**config.mk**
```make
export PLATFORM = sky130hd
export DESIGN_NAME = host_polling_top
export DESIGN_NICKNAME = d
export VERILOG_FILES = /design/src/source/polling_pkg.sv /design/src/source/flag_table.sv /design/src/source/host_polling_top.sv /design/src/source/poll_issuer.sv /design/src/source/response_decoder.sv /design/src/source/update_detector.sv
export SDC_FILE = /design/constraint.sdc
export NUM_CORES = 1
export LEC_CHECK = 0
export ABC_AREA = 1
export BUFFER_PORTS_ARGS = -buffer_cell sky130_fd_sc_hd__buf_2
export CAP_MARGIN = 15
export CELL_PAD_IN_SITES_DETAIL_PLACEMENT = 2
export CELL_PAD_IN_SITES_GLOBAL_PLACEMENT = 2
export CORE_ASPECT_RATIO = 1.2
export CORE_MARGIN = 4
export CORE_UTILIZATION = 37
export CTS_CLUSTER_DIAMETER = 150
export DETAILED_ROUTE_END_ITERATION = 6
export PLACE_DENSITY_LB_ADDON = 0.3
export SETUP_SLACK_MARGIN = 0.4
export SYNTH_ARGS = -nofsm -noshare
export SYNTH_HDL_FRONTEND = slang
export SYNTH_HIERARCHICAL = 1
export SYNTH_SLANG_ARGS = --single-unit
```
**constraint.sdc**
```tcl
create_clock -name clk -period 4.75 [get_ports clk]
set_input_delay 0.475 -clock clk [delete_from_list [all_inputs] [get_ports clk]]
set_output_delay 0.475 -clock clk [all_outputs]
set_load 0.05 [all_outputs]
```
**src/source/polling_pkg.sv**
```systemverilog
package polling_pkg;

    // ==========================================================
    // Queue geometry
    // ==========================================================

    // Flows and entries per flow queue
    localparam int FLOW_W      = 2;
    localparam int QUEUE_W     = 3;
    localparam int QUEUE_DEPTH = 2 ** QUEUE_W;

    // Flat entry index is {flow, queue entry}
    localparam int ENTRY_W     = FLOW_W + QUEUE_W;
    localparam int NUM_ENTRIES = 2 ** ENTRY_W;

    // ==========================================================
    // Polling pace and host bus widths
    // ==========================================================

    // Lines returned by one read request
    localparam int POLL_BATCH = 4;
    localparam int LINE_NUM_W = 2;

    // Idle cycles after each request, plus the counter that paces them
    localparam int POLL_GAP  = 3;
    localparam int GAP_CNT_W = $clog2(POLL_GAP + 1);

    localparam int ADDR_W    = 16;
    localparam int PAYLOAD_W = 32;

    // ==========================================================
    // Bus types
    // ==========================================================

    // Host read request, tag is the entry index of the first line
    typedef struct packed {
        logic [ADDR_W-1:0]  addr;
        logic [ENTRY_W-1:0] tag;
    } poll_req_t;

    // One polled host line
    typedef struct packed {
        logic                 valid;
        logic                 update_flag;
        logic [PAYLOAD_W-1:0] payload;
    } rpc_line_t;

    // Read response, one line per beat
    typedef struct packed {
        logic [ENTRY_W-1:0]    tag;
        logic [LINE_NUM_W-1:0] line_num;
        rpc_line_t             line;
    } poll_rsp_t;

    // Decoded line heading to the update detector
    typedef struct packed {
        logic [ENTRY_W-1:0]   index;
        logic                 update_flag;
        logic [PAYLOAD_W-1:0] payload;
    } polled_entry_t;

    // Forwarded RPC
    typedef struct packed {
        logic [FLOW_W-1:0]    flow;
        logic [QUEUE_W-1:0]   queue_entry;
        logic [PAYLOAD_W-1:0] payload;
    } rpc_out_t;

endpackage

```
**src/source/flag_table.sv**
```systemverilog
module flag_table
    import polling_pkg::*;
(
    input  logic               clk,
    input  logic               reset,

    // Clearing sweep control
    input  logic               initialize,
    output logic               initialized,

    // Lookup port, data one cycle after the address
    input  logic [ENTRY_W-1:0] rd_entry,
    output logic               rd_flag,

    // Update port
    input  logic               wr_en,
    input  logic [ENTRY_W-1:0] wr_entry,
    input  logic               wr_flag
);

    typedef enum logic {
        ST_IDLE,
        ST_SWEEP
    } sweep_state_t;

    sweep_state_t       state;
    logic [ENTRY_W-1:0] sweep_addr;
    logic               sweeping;

    // Expected update flag per entry
    logic               flags [NUM_ENTRIES];

    logic               mem_we;
    logic [ENTRY_W-1:0] mem_waddr;
    logic               mem_wdata;

    assign sweeping = (state == ST_SWEEP);

    // Sweep owns the write port while it runs
    assign mem_we    = sweeping || wr_en;
    assign mem_waddr = sweeping ? sweep_addr : wr_entry;
    assign mem_wdata = sweeping ? 1'b0 : wr_flag;

    // ==========================================================
    // Clearing sweep
    // ==========================================================
    always_ff @(posedge clk) begin
        if (reset) begin
            state       <= ST_IDLE;
            sweep_addr  <= '0;
            initialized <= 1'b0;
        end else begin
            if (state == ST_IDLE && !initialized && initialize) begin
                state <= ST_SWEEP;
            end

            if (sweeping) begin
                if (sweep_addr == ENTRY_W'(NUM_ENTRIES - 1)) begin
                    state       <= ST_IDLE;
                    initialized <= 1'b1;
                end else begin
                    sweep_addr <= sweep_addr + 1'b1;
                end
            end
        end
    end

    // Storage, read returns the value held before this edge's write
    always_ff @(posedge clk) begin
        if (mem_we) begin
            flags[mem_waddr] <= mem_wdata;
        end
        rd_flag <= flags[rd_entry];
    end

endmodule

```
**src/source/host_polling_top.sv**
```systemverilog
module host_polling_top
    import polling_pkg::*;
(
    input  logic              clk,
    input  logic              reset,

    // Control and status
    input  logic              start,
    input  logic [FLOW_W-1:0] last_flow,
    input  logic [ADDR_W-1:0] base_addr,
    input  logic              initialize,
    output logic              initialized,

    // Host read requests
    output poll_req_t         poll_req,
    output logic              poll_req_valid,
    input  logic              req_almost_full,

    // Host read responses
    input  poll_rsp_t         poll_rsp,
    input  logic              rsp_valid,

    // Forwarded RPCs
    output rpc_out_t          rpc_out,
    output logic              rpc_out_valid
);

    polled_entry_t      entry;
    logic               entry_valid;
    logic [ENTRY_W-1:0] rd_entry;
    logic               rd_flag;
    logic               wr_en;
    logic [ENTRY_W-1:0] wr_entry;
    logic               wr_flag;

    // ==========================================================
    // Request side
    // ==========================================================
    poll_issuer i_poll_issuer (
        .clk             (clk),
        .reset           (reset),
        .start           (start),
        .last_flow       (last_flow),
        .base_addr       (base_addr),
        .req_almost_full (req_almost_full),
        .poll_req        (poll_req),
        .poll_req_valid  (poll_req_valid)
    );

    // ==========================================================
    // Response side
    // ==========================================================
    response_decoder i_response_decoder (
        .clk         (clk),
        .reset       (reset),
        .start       (start),
        .poll_rsp    (poll_rsp),
        .rsp_valid   (rsp_valid),
        .entry       (entry),
        .entry_valid (entry_valid)
    );

    update_detector i_update_detector (
        .clk           (clk),
        .reset         (reset),
        .entry         (entry),
        .entry_valid   (entry_valid),
        .rd_entry      (rd_entry),
        .rd_flag       (rd_flag),
        .wr_en         (wr_en),
        .wr_entry      (wr_entry),
        .wr_flag       (wr_flag),
        .rpc_out       (rpc_out),
        .rpc_out_valid (rpc_out_valid)
    );

    flag_table i_flag_table (
        .clk         (clk),
        .reset       (reset),
        .initialize  (initialize),
        .initialized (initialized),
        .rd_entry    (rd_entry),
        .rd_flag     (rd_flag),
        .wr_en       (wr_en),
        .wr_entry    (wr_entry),
        .wr_flag     (wr_flag)
    );

endmodule

```
**src/source/poll_issuer.sv**
```systemverilog
module poll_issuer
    import polling_pkg::*;
(
    input  logic              clk,
    input  logic              reset,

    // Control
    input  logic              start,
    input  logic [FLOW_W-1:0] last_flow,
    input  logic [ADDR_W-1:0] base_addr,

    // Host read channel
    input  logic              req_almost_full,
    output poll_req_t         poll_req,
    output logic              poll_req_valid
);

    typedef enum logic {
        ST_IDLE,
        ST_GAP
    } issuer_state_t;

    issuer_state_t        state;
    logic [GAP_CNT_W-1:0] gap_cnt;
    logic [QUEUE_W-1:0]   queue_cnt;
    logic [FLOW_W-1:0]    flow_cnt;
    logic [ENTRY_W-1:0]   cur_entry;
    logic                 fire;

    // Entry index of the first line in the batch
    assign cur_entry = {flow_cnt, queue_cnt};

    // Back-pressure only matters when a new request could go out
    assign fire = (state == ST_IDLE) && start && !req_almost_full;

    // ==========================================================
    // Pacing FSM and walk counters
    // ==========================================================
    always_ff @(posedge clk) begin
        if (reset) begin
            state          <= ST_IDLE;
            gap_cnt        <= '0;
            queue_cnt      <= '0;
            flow_cnt       <= '0;
            poll_req_valid <= 1'b0;
        end else begin
            poll_req_valid <= 1'b0;

            case (state)
                ST_IDLE: begin
                    if (fire) begin
                        poll_req_valid <= 1'b1;
                        state          <= ST_GAP;

                        // Step to the next batch, then to the next flow
                        if (queue_cnt == QUEUE_W'(QUEUE_DEPTH - POLL_BATCH)) begin
                            queue_cnt <= '0;
                            if (flow_cnt >= last_flow) begin
                                flow_cnt <= '0;
                            end else begin
                                flow_cnt <= flow_cnt + 1'b1;
                            end
                        end else begin
                            queue_cnt <= queue_cnt + QUEUE_W'(POLL_BATCH);
                        end
                    end
                end

                ST_GAP: begin
                    // The request cycle counts as gap step zero
                    if (gap_cnt == GAP_CNT_W'(POLL_GAP)) begin
                        gap_cnt <= '0;
                        state   <= ST_IDLE;
                    end else begin
                        gap_cnt <= gap_cnt + 1'b1;
                    end
                end

                default: begin
                    state <= ST_IDLE;
                end
            endcase
        end
    end

    // Request payload, built from the counters before they step
    always_ff @(posedge clk) begin
        if (fire) begin
            poll_req.addr <= base_addr + ADDR_W'(cur_entry);
            poll_req.tag  <= cur_entry;
        end
    end

endmodule

```
**src/source/response_decoder.sv**
```systemverilog
module response_decoder
    import polling_pkg::*;
(
    input  logic          clk,
    input  logic          reset,

    // Polling enabled
    input  logic          start,

    // Host read responses
    input  poll_rsp_t     poll_rsp,
    input  logic          rsp_valid,

    // Decoded line to the update detector
    output polled_entry_t entry,
    output logic          entry_valid
);

    logic [ENTRY_W-1:0] line_index;
    logic               keep_line;

    // Tag names the first line of the batch, line_num picks the one inside it
    assign line_index = poll_rsp.tag + ENTRY_W'(poll_rsp.line_num);

    // Lines with the valid bit clear never reach the flag table
    assign keep_line = start && rsp_valid && poll_rsp.line.valid;

    // ==========================================================
    // Response register
    // ==========================================================
    always_ff @(posedge clk) begin
        if (reset) begin
            entry_valid <= 1'b0;
        end else begin
            entry_valid <= keep_line;
        end
    end

    // Line contents, qualified by entry_valid downstream
    always_ff @(posedge clk) begin
        entry.index       <= line_index;
        entry.update_flag <= poll_rsp.line.update_flag;
        entry.payload     <= poll_rsp.line.payload;
    end

endmodule

```
**src/source/update_detector.sv**
```systemverilog
module update_detector
    import polling_pkg::*;
(
    input  logic               clk,
    input  logic               reset,

    // Decoded line from the response decoder
    input  polled_entry_t      entry,
    input  logic               entry_valid,

    // Flag table lookup
    output logic [ENTRY_W-1:0] rd_entry,
    input  logic               rd_flag,

    // Flag table update
    output logic               wr_en,
    output logic [ENTRY_W-1:0] wr_entry,
    output logic               wr_flag,

    // Forwarded RPC
    output rpc_out_t           rpc_out,
    output logic               rpc_out_valid
);

    // Line held while the table read completes
    polled_entry_t      held;
    logic               held_valid;

    // Write committed at the last edge, missed by the read at that edge
    logic               wr_en_d;
    logic [ENTRY_W-1:0] wr_entry_d;
    logic               wr_flag_d;

    logic               stored_flag;
    logic               is_new;

    // Lookup starts as soon as the decoder presents the line
    assign rd_entry = entry.index;

    // ==========================================================
    // Stored flag with write bypass
    // ==========================================================
    always_comb begin
        stored_flag = rd_flag;

        if (wr_en_d && wr_entry_d == held.index) begin
            stored_flag = wr_flag_d;
        end

        // Pending write is newer and wins
        if (wr_en && wr_entry == held.index) begin
            stored_flag = wr_flag;
        end

        is_new = held_valid && (held.update_flag != stored_flag);
    end

    // Control
    always_ff @(posedge clk) begin
        if (reset) begin
            held_valid    <= 1'b0;
            wr_en         <= 1'b0;
            wr_en_d       <= 1'b0;
            rpc_out_valid <= 1'b0;
        end else begin
            held_valid    <= entry_valid;
            wr_en         <= is_new;
            wr_en_d       <= wr_en;
            rpc_out_valid <= is_new;
        end
    end

    // Data path
    always_ff @(posedge clk) begin
        held <= entry;

        // New flag value becomes the expected one
        wr_entry   <= held.index;
        wr_flag    <= held.update_flag;
        wr_entry_d <= wr_entry;
        wr_flag_d  <= wr_flag;

        // Split the flat index back into flow and queue entry
        rpc_out.flow        <= held.index[ENTRY_W-1:QUEUE_W];
        rpc_out.queue_entry <= held.index[QUEUE_W-1:0];
        rpc_out.payload     <= held.payload;
    end

endmodule

```
==> results of run 1 <==
[kinds of logic after synthesis]
logic type	after synthesis	share of synthesized area
other	1	0.000600
AO/OA/AOI/OAI	22	0.0192
adder cells (fa/ha/maj)	11	0.0232
AND/OR/NAND/NOR	280	0.199
XOR/XNOR	7	0.0110
flip-flops	190	0.690
buffers and inverters	80	0.0576
[per-stage QoR]
step	area, sq um	power (mW)
2_1_floorplan	6260	2.08
3_3_place_gp	7010	2.18
3_5_place_dp	7010	2.20
4_1_cts	7630	3.67
5_1_grt	7640	3.79
6_report	7640	3.62
[registers in the layout (all words and copies together), names as in the netlist]
signal                           flops
i_flag_table/flags                  32
i_flag_table/initialized             1
i_flag_table/rd_flag                 1
i_flag_table/state                   1
i_flag_table/sweep_addr              5
i_poll_issuer/flow_cnt               2
i_poll_issuer/gap_cnt                2
i_poll_issuer/poll_req              19
i_poll_issuer/poll_req_valid         1
i_poll_issuer/queue_cnt              1
i_poll_issuer/state                  1
i_response_decoder/entry            38
i_response_decoder/entry_valid       1
i_update_detector/held              38
i_update_detector/held_valid         1
i_update_detector/rpc_out           36
i_update_detector/rpc_out_valid      1
i_update_detector/wr_en_d            1
i_update_detector/wr_entry           1
i_update_detector/wr_entry_d         5
i_update_detector/wr_flag            1
i_update_detector/wr_flag_d          1
[how the worst min path moves through the flow]
stage / end / cells past startpoint
floorplan: i_update_detector/held[0]$_DFF_P_ / 0
global placement: i_update_detector/rpc_out[28]$_DFF_P_ / 0
detailed placement: i_update_detector/rpc_out[23]$_DFF_P_ / 0
CTS: i_response_decoder/entry[14]$_DFF_P_ / 1
global route: i_response_decoder/entry[4]$_DFF_P_ / 1
finish: i_response_decoder/entry[14]$_DFF_P_ / 1
[cells in the final DEF, fill, tap and decap left out, types with 2 or more instances in the layout]
cell type	count
inv_12	3
nor2_4	2
inv_1	53
edfxtp_1	51
inv_8	5
a21oi_1	8
o21ai_1	5
nor3_1	2
nor2_1	76
clkinv_8	4
nand2_1	128
nand3b_1	2
conb_1	2
buf_2	123
nand3_2	8
nand2_2	6
xor2_1	4
nand3_1	38
nor2_2	4
nand4_1	5
or2_0	2
o21ai_0	6
o21ai_2	2
ha_1	10
clkbuf_16	17
dfxtp_1	139
xnor2_1	2
inv_2	8
[per-layer routing]
metal / vias to the layer above / routed length, um / global-route usage
li1: 2116 / - / -
met1: 2228 / 6180 / 0.182
met2: 86 / 9760 / 0.364
met3: 31 / 641 / 0.0483
met4: 0 / 378 / 0.0692
met5: - / 0 / 0
[layout make-up]
type                            count  area, sq um
Clock buffer                       17          425
Clock inverter                     15          191
Fill cell                        1695         8760
Inverter                           61          229
Multi-Input combinational cell    322         1590
Sequential cell                   190         4310
Tap cell                          212          265
Timing Repair Buffer              124          627
[power by group]
group	internal, mW	switching (mW)
Combinational	0.0967	0.268
Clock	0.726	0.727
Sequential	1.75	0.0564
Total	2.57	1.05
==> metrics.txt, run 1 <==
# TYPE chip_impl_metric gauge
chip_impl_info{name="worst_path_max_delay_cell",value="dfxtp_1"} 1
chip_impl_metric{name="cp_num_buf_inv",unit=""} 2
chip_impl_metric{name="critical_path_cell_count",unit=""} 7
chip_impl_metric{name="detailedPlacementHpwl",unit="mm"} 12.2
chip_impl_metric{name="cts_inserted_buffers",unit=""} 17
chip_impl_metric{name="globalRouteTotalUtil",unit=""} 0.184
chip_impl_metric{name="timing.critical_path.fanout_max",unit=""} 13
chip_impl_metric{name="worst-slew-pin-transition",unit="ns"} 0.769
chip_impl_metric{name="die_width",unit="um"} 127
chip_impl_metric{name="synth_warnings",unit=""} 6
chip_impl_info{name="holdCritPathClass",value="in -> reg"} 1
chip_impl_info{name="grt_setup_unrepaired",value="false"} 1
chip_impl_metric{name="setup_viol",unit=""} 0
chip_impl_metric{name="number_of_library_cell_types_mapped_by_synthesis",unit=""} 36
chip_impl_metric{name="number_of_enable_type_register_cells_in_the_synthesized_netlist",unit=""} 51
chip_impl_info{name="worst_setup_path_startpoint",value="i_flag_table/state$_SDFF_PP0_"} 1
chip_impl_metric{name="syn-mean-instance-area",unit="sq um"} 10.6
chip_impl_info{name="synth.top_cells.by_area",value="dfxtp_1 44%, edfxtp_1 24%, nand2_1 7.7%"} 1
chip_impl_metric{name="cts.hold.buffers_added",unit=""} 0
chip_impl_metric{name="design.final.nets",unit=""} 792
chip_impl_metric{name="die_h",unit="um"} 150
chip_impl_metric{name="clkLatencyLatePin",unit="ns"} 0.44
chip_impl_info{name="yosys.cell_count.top_type",value="dfxtp_1"} 1
chip_impl_metric{name="rrSetupSlack",unit="ns"} 2.80
chip_impl_metric{name="worst-endpoint-required",unit="ns"} 4.88
chip_impl_metric{name="finalHoldWorstSlack",unit="ns"} 0.132
chip_impl_info{name="post-synth-top-area-cell",value="dfxtp_1"} 1
chip_impl_metric{name="clkSlewWorstSetupHoldPaths",unit="ns"} 0.08
chip_impl_metric{name="placed_cells",unit=""} 908
chip_impl_metric{name="avgViaCountPerCell",unit=""} 4.74
chip_impl_metric{name="detailedPlace.worstSlack",unit="ns"} 2.81
chip_impl_metric{name="postLayoutCoreUtil",unit=""} 0.466
chip_impl_metric{name="antenna_cells",unit=""} 0
chip_impl_metric{name="die_area",unit="sq um"} 19100
chip_impl_metric{name="power_leakage",unit="nW"} 3.41
chip_impl_metric{name="synth-async-reset-ratio",unit=""} 0
chip_impl_info{name="critPathKind",value="reg -> reg"} 1
chip_impl_metric{name="cts_post_setup_buffers_inserted",unit=""} 0
chip_impl_metric{name="area.growth.synth_to_final",unit="%"} 22.1
chip_impl_metric{name="mappedNetlistArea",unit="sq um"} 6250
chip_impl_metric{name="final.min_clock_period",unit="ns"} 1.95
chip_impl_metric{name="firstDrtPassIters",unit=""} 4
chip_impl_info{name="tritoncts",value="done"} 1
chip_impl_metric{name="cts_repair_resize_count",unit=""} 0
chip_impl_metric{name="route.final.wire_length",unit="mm"} 17.0
chip_impl_metric{name="finalWeightedCongestion",unit=""} 0.789
chip_impl_metric{name="io_buffers",unit=""} 123
chip_impl_info{name="start_kind",value="flip-flop"} 1
chip_impl_metric{name="timing.final.max_slew_violations",unit=""} 0
chip_impl_info{name="worstPathCellList",value="inv_1 -> or2_0 -> o21ai_2 -> inv_2 -> nor2_1 -> nand2_1 -> nor2_1"} 1
chip_impl_metric{name="grt_pass1_vias",unit=""} 5150
chip_impl_metric{name="num_io_pins",unit=""} 126
chip_impl_metric{name="clockBufferDepth",unit=""} 2
chip_impl_metric{name="pin_count_of_the_biggest_net_entering_global_routing",unit=""} 33
chip_impl_info{name="rr_endpoint",value="i_flag_table/flags[12]$_DFFE_PP_"} 1
chip_impl_info{name="synth-main-ff-cell",value="dfxtp_1"} 1
chip_impl_metric{name="wl_per_cell",unit="um"} 18.0
chip_impl_metric{name="timing.fmax",unit="GHz"} 0.512
chip_impl_metric{name="irDropWorstVdd",unit="uV"} 255
chip_impl_metric{name="ff2ff_path_depth",unit=""} 7
chip_impl_info{name="status",value="finished, final reports clean"} 1
chip_impl_metric{name="cts-htree-levels",unit=""} 4
chip_impl_metric{name="power.density",unit="nW/um^2"} 474
chip_impl_metric{name="finClkSkew",unit="ns"} 0.0111
chip_impl_metric{name="fp.coreArea",unit="sq um"} 16400
chip_impl_metric{name="critical_path_arrival",unit="ns"} 2.09
chip_impl_metric{name="fin_tns_setup",unit="ns"} 0
chip_impl_metric{name="grt_first_pass_wirelength",unit="mm"} 26.8
chip_impl_info{name="regToRegStartpoint",value="i_flag_table/state$_SDFF_PP0_"} 1
chip_impl_metric{name="setup_slack",unit="ns"} 2.80
chip_impl_metric{name="syn_inst",unit=""} 591
chip_impl_metric{name="share_of_the_synthesized_area_in_the_top_cell_type",unit=""} 0.445
chip_impl_metric{name="drt_first_iter_violations",unit=""} 173
chip_impl_metric{name="drtAntennaViolNets",unit=""} 0
chip_impl_info{name="synth_common_cells",value="139 x dfxtp_1, 128 x nand2_1, 77 x nor2_1"} 1
chip_impl_metric{name="timing_hold_violations_final",unit=""} 0
chip_impl_info{name="worst_hold_startpoint",value="poll_rsp[14]"} 1
chip_impl_info{name="timing.critical_path.to",value="i_flag_table/flags[12]$_DFFE_PP_"} 1
chip_impl_info{name="cts_root_buf",value="clkbuf_16"} 1
chip_impl_metric{name="cap_viol_max_count",unit=""} 0
chip_impl_info{name="critical-path-top-cell-by-count",value="nor2_1"} 1
chip_impl_metric{name="period_share",unit=""} 0.411
chip_impl_metric{name="max_slew_margin",unit=""} 0.487
chip_impl_metric{name="postSynthRegisterBits",unit=""} 190
chip_impl_metric{name="grt_antenna_before_repair",unit=""} 0
chip_impl_info{name="timing.critical_path.max_delay_family",value="simple AND/OR/NAND/NOR gates"} 1
chip_impl_metric{name="tritoncts_num_sinks",unit=""} 190
chip_impl_metric{name="starting_utilization_of_the_core_area",unit=""} 0.381
chip_impl_metric{name="drive_above_1_share",unit=""} 0.261
chip_impl_metric{name="grt.overflow.total",unit=""} 0
chip_impl_metric{name="yosysSeqAreaShare",unit=""} 0.690
chip_impl_metric{name="crit_path_max_incr_delay",unit="ns"} 0.59
chip_impl_metric{name="placementRows",unit=""} 51
chip_impl_metric{name="drt_drc_violations_left",unit=""} 0
chip_impl_metric{name="detailroute.via_count",unit=""} 4461
chip_impl_metric{name="instances_no_fill",unit=""} 941
chip_impl_info{name="worst_setup_path_end_kind",value="flip-flop"} 1
No activity file was read; power rests on OpenSTA's default activity.
==> run 2, diff against run 1 <==
--- a/config.mk
+++ b/config.mk
@@ -12,7 +12,7 @@
 export CELL_PAD_IN_SITES_GLOBAL_PLACEMENT = 2
 export CORE_ASPECT_RATIO = 1.2
 export CORE_MARGIN = 4
-export CORE_UTILIZATION = 37
+export CORE_UTILIZATION = 34
 export CTS_CLUSTER_DIAMETER = 150
 export DETAILED_ROUTE_END_ITERATION = 6
 export PLACE_DENSITY_LB_ADDON = 0.3
==> constraint.sdc (replaced) <==
create_clock -name clk -period 1.9 [get_ports clk]
set_input_delay 0.19 -clock clk [delete_from_list [all_inputs] [get_ports clk]]
set_output_delay 0.19 -clock clk [all_outputs]
set_load 0.05 [all_outputs]
==> run 2 against run 1 <==
Final cell count grew 6.8%. Largest cell class unchanged. Utilization grew 0.28 points. Routed wire length grew 14%. Power rose to 2.6 times the previous value. Sequential share of layout area down 5.4 points. Count of clock-buffer cells in the layout is the same. Combinational power rose to 3.3 times the previous value. Clock skew shrank 0.0030 ns. First-iteration DRC count down 4.0%. Sequential power grew to 2.5 times the previous value. Setup slack got worse by 2.5 ns.
==> metrics.txt, run 2 (synthesis results as in run 1) <==
# TYPE chip_impl_metric gauge
chip_impl_metric{name="grt_pass1_vias",unit=""} 5405
chip_impl_metric{name="io_buffers",unit=""} 123
chip_impl_metric{name="crit_path_max_incr_delay",unit="ns"} 0.39
chip_impl_info{name="worstPathCellList",value="buf_12 -> o21ai_2 -> buf_4 -> nor2_2 -> nand2_2 -> nor2_1"} 1
chip_impl_info{name="worst_setup_path_startpoint",value="i_flag_table/state$_SDFF_PP0_"} 1
chip_impl_metric{name="grt_first_pass_wirelength",unit="mm"} 28.5
chip_impl_metric{name="cts-htree-levels",unit=""} 4
chip_impl_metric{name="critical_path_arrival",unit="ns"} 1.74
chip_impl_metric{name="die_h",unit="um"} 157
chip_impl_metric{name="finClkSkew",unit="ns"} 0.00809
chip_impl_metric{name="comb_power_share",unit=""} 0.128
chip_impl_info{name="critPathKind",value="reg -> reg"} 1
chip_impl_info{name="regToRegStartpoint",value="i_flag_table/state$_SDFF_PP0_"} 1
chip_impl_metric{name="rrSetupSlack",unit="ns"} 0.29
chip_impl_metric{name="timing.fmax",unit="GHz"} 0.622
chip_impl_metric{name="worstHoldPathCells",unit=""} 2
chip_impl_info{name="grt_setup_unrepaired",value="true"} 1
chip_impl_metric{name="cts_inserted_buffers",unit=""} 17
chip_impl_metric{name="grt.overflow.total",unit=""} 0
chip_impl_metric{name="route.final.wire_length",unit="mm"} 19.3
chip_impl_metric{name="post-route-cell-area",unit="sq um"} 8480
chip_impl_metric{name="placementRows",unit=""} 54
chip_impl_metric{name="starting_utilization_of_the_core_area",unit=""} 0.345
chip_impl_metric{name="clockBufferDepth",unit=""} 2
chip_impl_metric{name="cp_num_buf_inv",unit=""} 2
chip_impl_info{name="status",value="finished, final reports clean"} 1
chip_impl_info{name="timing.critical_path.max_delay_family",value="simple AND/OR/NAND/NOR gates"} 1
chip_impl_metric{name="wl_per_cell",unit="um"} 19.2
chip_impl_metric{name="pin_count_of_the_biggest_net_entering_global_routing",unit=""} 33
chip_impl_metric{name="worst-slew-pin-transition",unit="ns"} 0.621
chip_impl_info{name="worst_hold_startpoint",value="poll_rsp[38]"} 1
chip_impl_metric{name="area.growth.synth_to_final",unit="%"} 35.6
chip_impl_metric{name="irDropWorstVdd",unit="uV"} 635
chip_impl_info{name="holdCritPathClass",value="in -> reg"} 1
chip_impl_metric{name="cap_viol_max_count",unit=""} 0
chip_impl_info{name="holdPathEnd",value="i_response_decoder/entry[35]$_DFF_P_"} 1
chip_impl_metric{name="detailedPlacementHpwl",unit="mm"} 11.8
chip_impl_metric{name="power.density",unit="nW/um^2"} 1100
chip_impl_metric{name="die_width",unit="um"} 132
chip_impl_metric{name="pwr-share-seq",unit=""} 0.483
chip_impl_metric{name="drt_first_iter_violations",unit=""} 166
chip_impl_metric{name="finalHoldWorstSlack",unit="ns"} 0.0431
chip_impl_metric{name="instances_no_fill",unit=""} 1005
chip_impl_info{name="start_kind",value="flip-flop"} 1
chip_impl_metric{name="setup_viol",unit=""} 0
chip_impl_metric{name="worst-endpoint-required",unit="ns"} 2.03
chip_impl_metric{name="place_area",unit="sq um"} 7090
chip_impl_info{name="tritoncts",value="done"} 1
chip_impl_metric{name="timing.final.max_slew_violations",unit=""} 0
chip_impl_info{name="most_common_cell_after_layout_fill_and_taps_aside",value="dfxtp_1"} 1
chip_impl_info{name="worst_setup_path_end_kind",value="flip-flop"} 1
chip_impl_info{name="top_regs",value="i_response_decoder/entry (38), i_update_detector/held (38), i_update_detector/rpc_out (36)"} 1
chip_impl_metric{name="cellInternalPower",unit="mW"} 6.55
chip_impl_metric{name="finalWeightedCongestion",unit=""} 0.763
chip_impl_metric{name="placed_cells",unit=""} 927
chip_impl_metric{name="die_area",unit="sq um"} 20600
chip_impl_info{name="rr_endpoint",value="i_flag_table/flags[31]$_DFFE_PP_"} 1
chip_impl_metric{name="period_share",unit=""} 0.846
chip_impl_metric{name="firstDrtPassIters",unit=""} 4
chip_impl_metric{name="globalRouteTotalUtil",unit=""} 0.179
chip_impl_metric{name="ff2ff_path_depth",unit=""} 6
chip_impl_metric{name="filler_cell_count",unit=""} 1884
chip_impl_metric{name="clkLatencyLatePin",unit="ns"} 0.43
chip_impl_metric{name="antenna_cells",unit=""} 0
chip_impl_metric{name="timing.critical_path.fanout_max",unit=""} 10
chip_impl_metric{name="design.final.nets",unit=""} 844
chip_impl_metric{name="drt_drc_violations_left",unit=""} 0
chip_impl_metric{name="timing_hold_violations_final",unit=""} 0
chip_impl_metric{name="p_clk_frac",unit=""} 0.389
chip_impl_metric{name="grt_antenna_before_repair",unit=""} 0
chip_impl_metric{name="detailroute.via_count",unit=""} 4643
chip_impl_metric{name="avgViaCountPerCell",unit=""} 4.62
chip_impl_metric{name="drtAntennaViolNets",unit=""} 0
chip_impl_metric{name="fp.coreArea",unit="sq um"} 18100
chip_impl_info{name="final_cell_mix",value="125 x dfxtp_1, 123 x buf_2, 117 x nand2_1"} 1
chip_impl_metric{name="fin_tns_setup",unit="ns"} 0
chip_impl_metric{name="power_leakage",unit="nW"} 3.67
chip_impl_metric{name="clkSlewWorstSetupHoldPaths",unit="ns"} 0.08
chip_impl_metric{name="tritoncts_num_sinks",unit=""} 190
chip_impl_metric{name="switching_share",unit=""} 0.299
chip_impl_metric{name="final.min_clock_period",unit="ns"} 1.61
chip_impl_metric{name="switching_power",unit="mW"} 2.79
chip_impl_metric{name="max_slew_margin",unit=""} 0.585
chip_impl_info{name="worst_path_max_delay_cell",value="dfxtp_4"} 1
chip_impl_metric{name="num_io_pins",unit=""} 126
chip_impl_metric{name="drive_above_1_share",unit=""} 0.350
chip_impl_info{name="cts_root_buf",value="clkbuf_16"} 1
## run 2: cell count changes in the layout (fill, tap and decap cells not counted), sizes merged
cell         change
clkinvlp         -1
clkinv           +1
dlygate4sd3     +39
buf             +13
## run 2: worst max path at each step
| stage | end | cells after the start |
|---|---|---|
| global route | i_flag_table/flags[31]$_DFFE_PP_ | 6 |
| global placement | i_flag_table/flags[31]$_DFFE_PP_ | 2 |
| floorplan | i_flag_table/sweep_addr[3]$_SDFFE_PP0P_ | 9 |
| detailed placement | i_flag_table/sweep_addr[3]$_SDFFE_PP0P_ | 9 |
| finish | i_flag_table/flags[31]$_DFFE_PP_ | 6 |
| CTS | i_flag_table/flags[11]$_DFFE_PP_ | 7 |
## run 2: cell type report
class,count,area (sq um),share of cell area
sequential,190,4340,0.511
timing repair buffer,176,1120,0.132
clock inverter,15,185,0.0218
inverter,61,234,0.0276
tap,224,280,0.0330
multi-input combinational,322,1900,0.224
clock buffer,17,425,0.0501
## run 2: what timing repair did
item                                    4_1_cts  5_1_grt
gates resized for setup                      25       76
endpoints found under the setup margin       75       44
hold endpoints to repair                     38        0
pin swaps                                     6       14
setup buffers                                 1        6
hold buffers                                 39        0
## run 2: routing by layer
metal	wire [um]	GRT usage	part of all wire
met1	6900	0.173	0.36
met2	11300	0.364	0.59
met3	760	0.0437	0.039
met4	326	0.0650	0.017
met5	0	0	0
## run 2: worst reg2reg max path, cell delays in order, from the launching register on
cell and delay, ns:
dfxtp_4 0.39, buf_12 0.16, o21ai_2 0.11, buf_4 0.15, nor2_2 0.15, nand2_2 0.15, nor2_1 0.21
## run 2: power by group through the flow
| stage | clock network [mW] | logic, mW | registers (mW) |
|---|---|---|---|
| CTS | 3.68 | 1.06 | 4.50 |
| finish | 3.63 | 1.19 | 4.51 |
| global route | 3.92 | 1.28 | 4.54 |
| detailed placement | 0 | 0.952 | 4.58 |
| global placement | 0 | 0.909 | 4.57 |
| floorplan | 0 | 0.437 | 4.77 |
## run 2: through the flow
step                       util  setup WS, ns  power [mW]
after floorplan               -         0.436        5.21
after global placement    0.391         0.325        5.48
after detailed placement  0.391         0.146        5.53
after CTS                 0.452         0.340        9.24
after global routing      0.469         0.219        9.74
final                     0.469         0.293        9.34
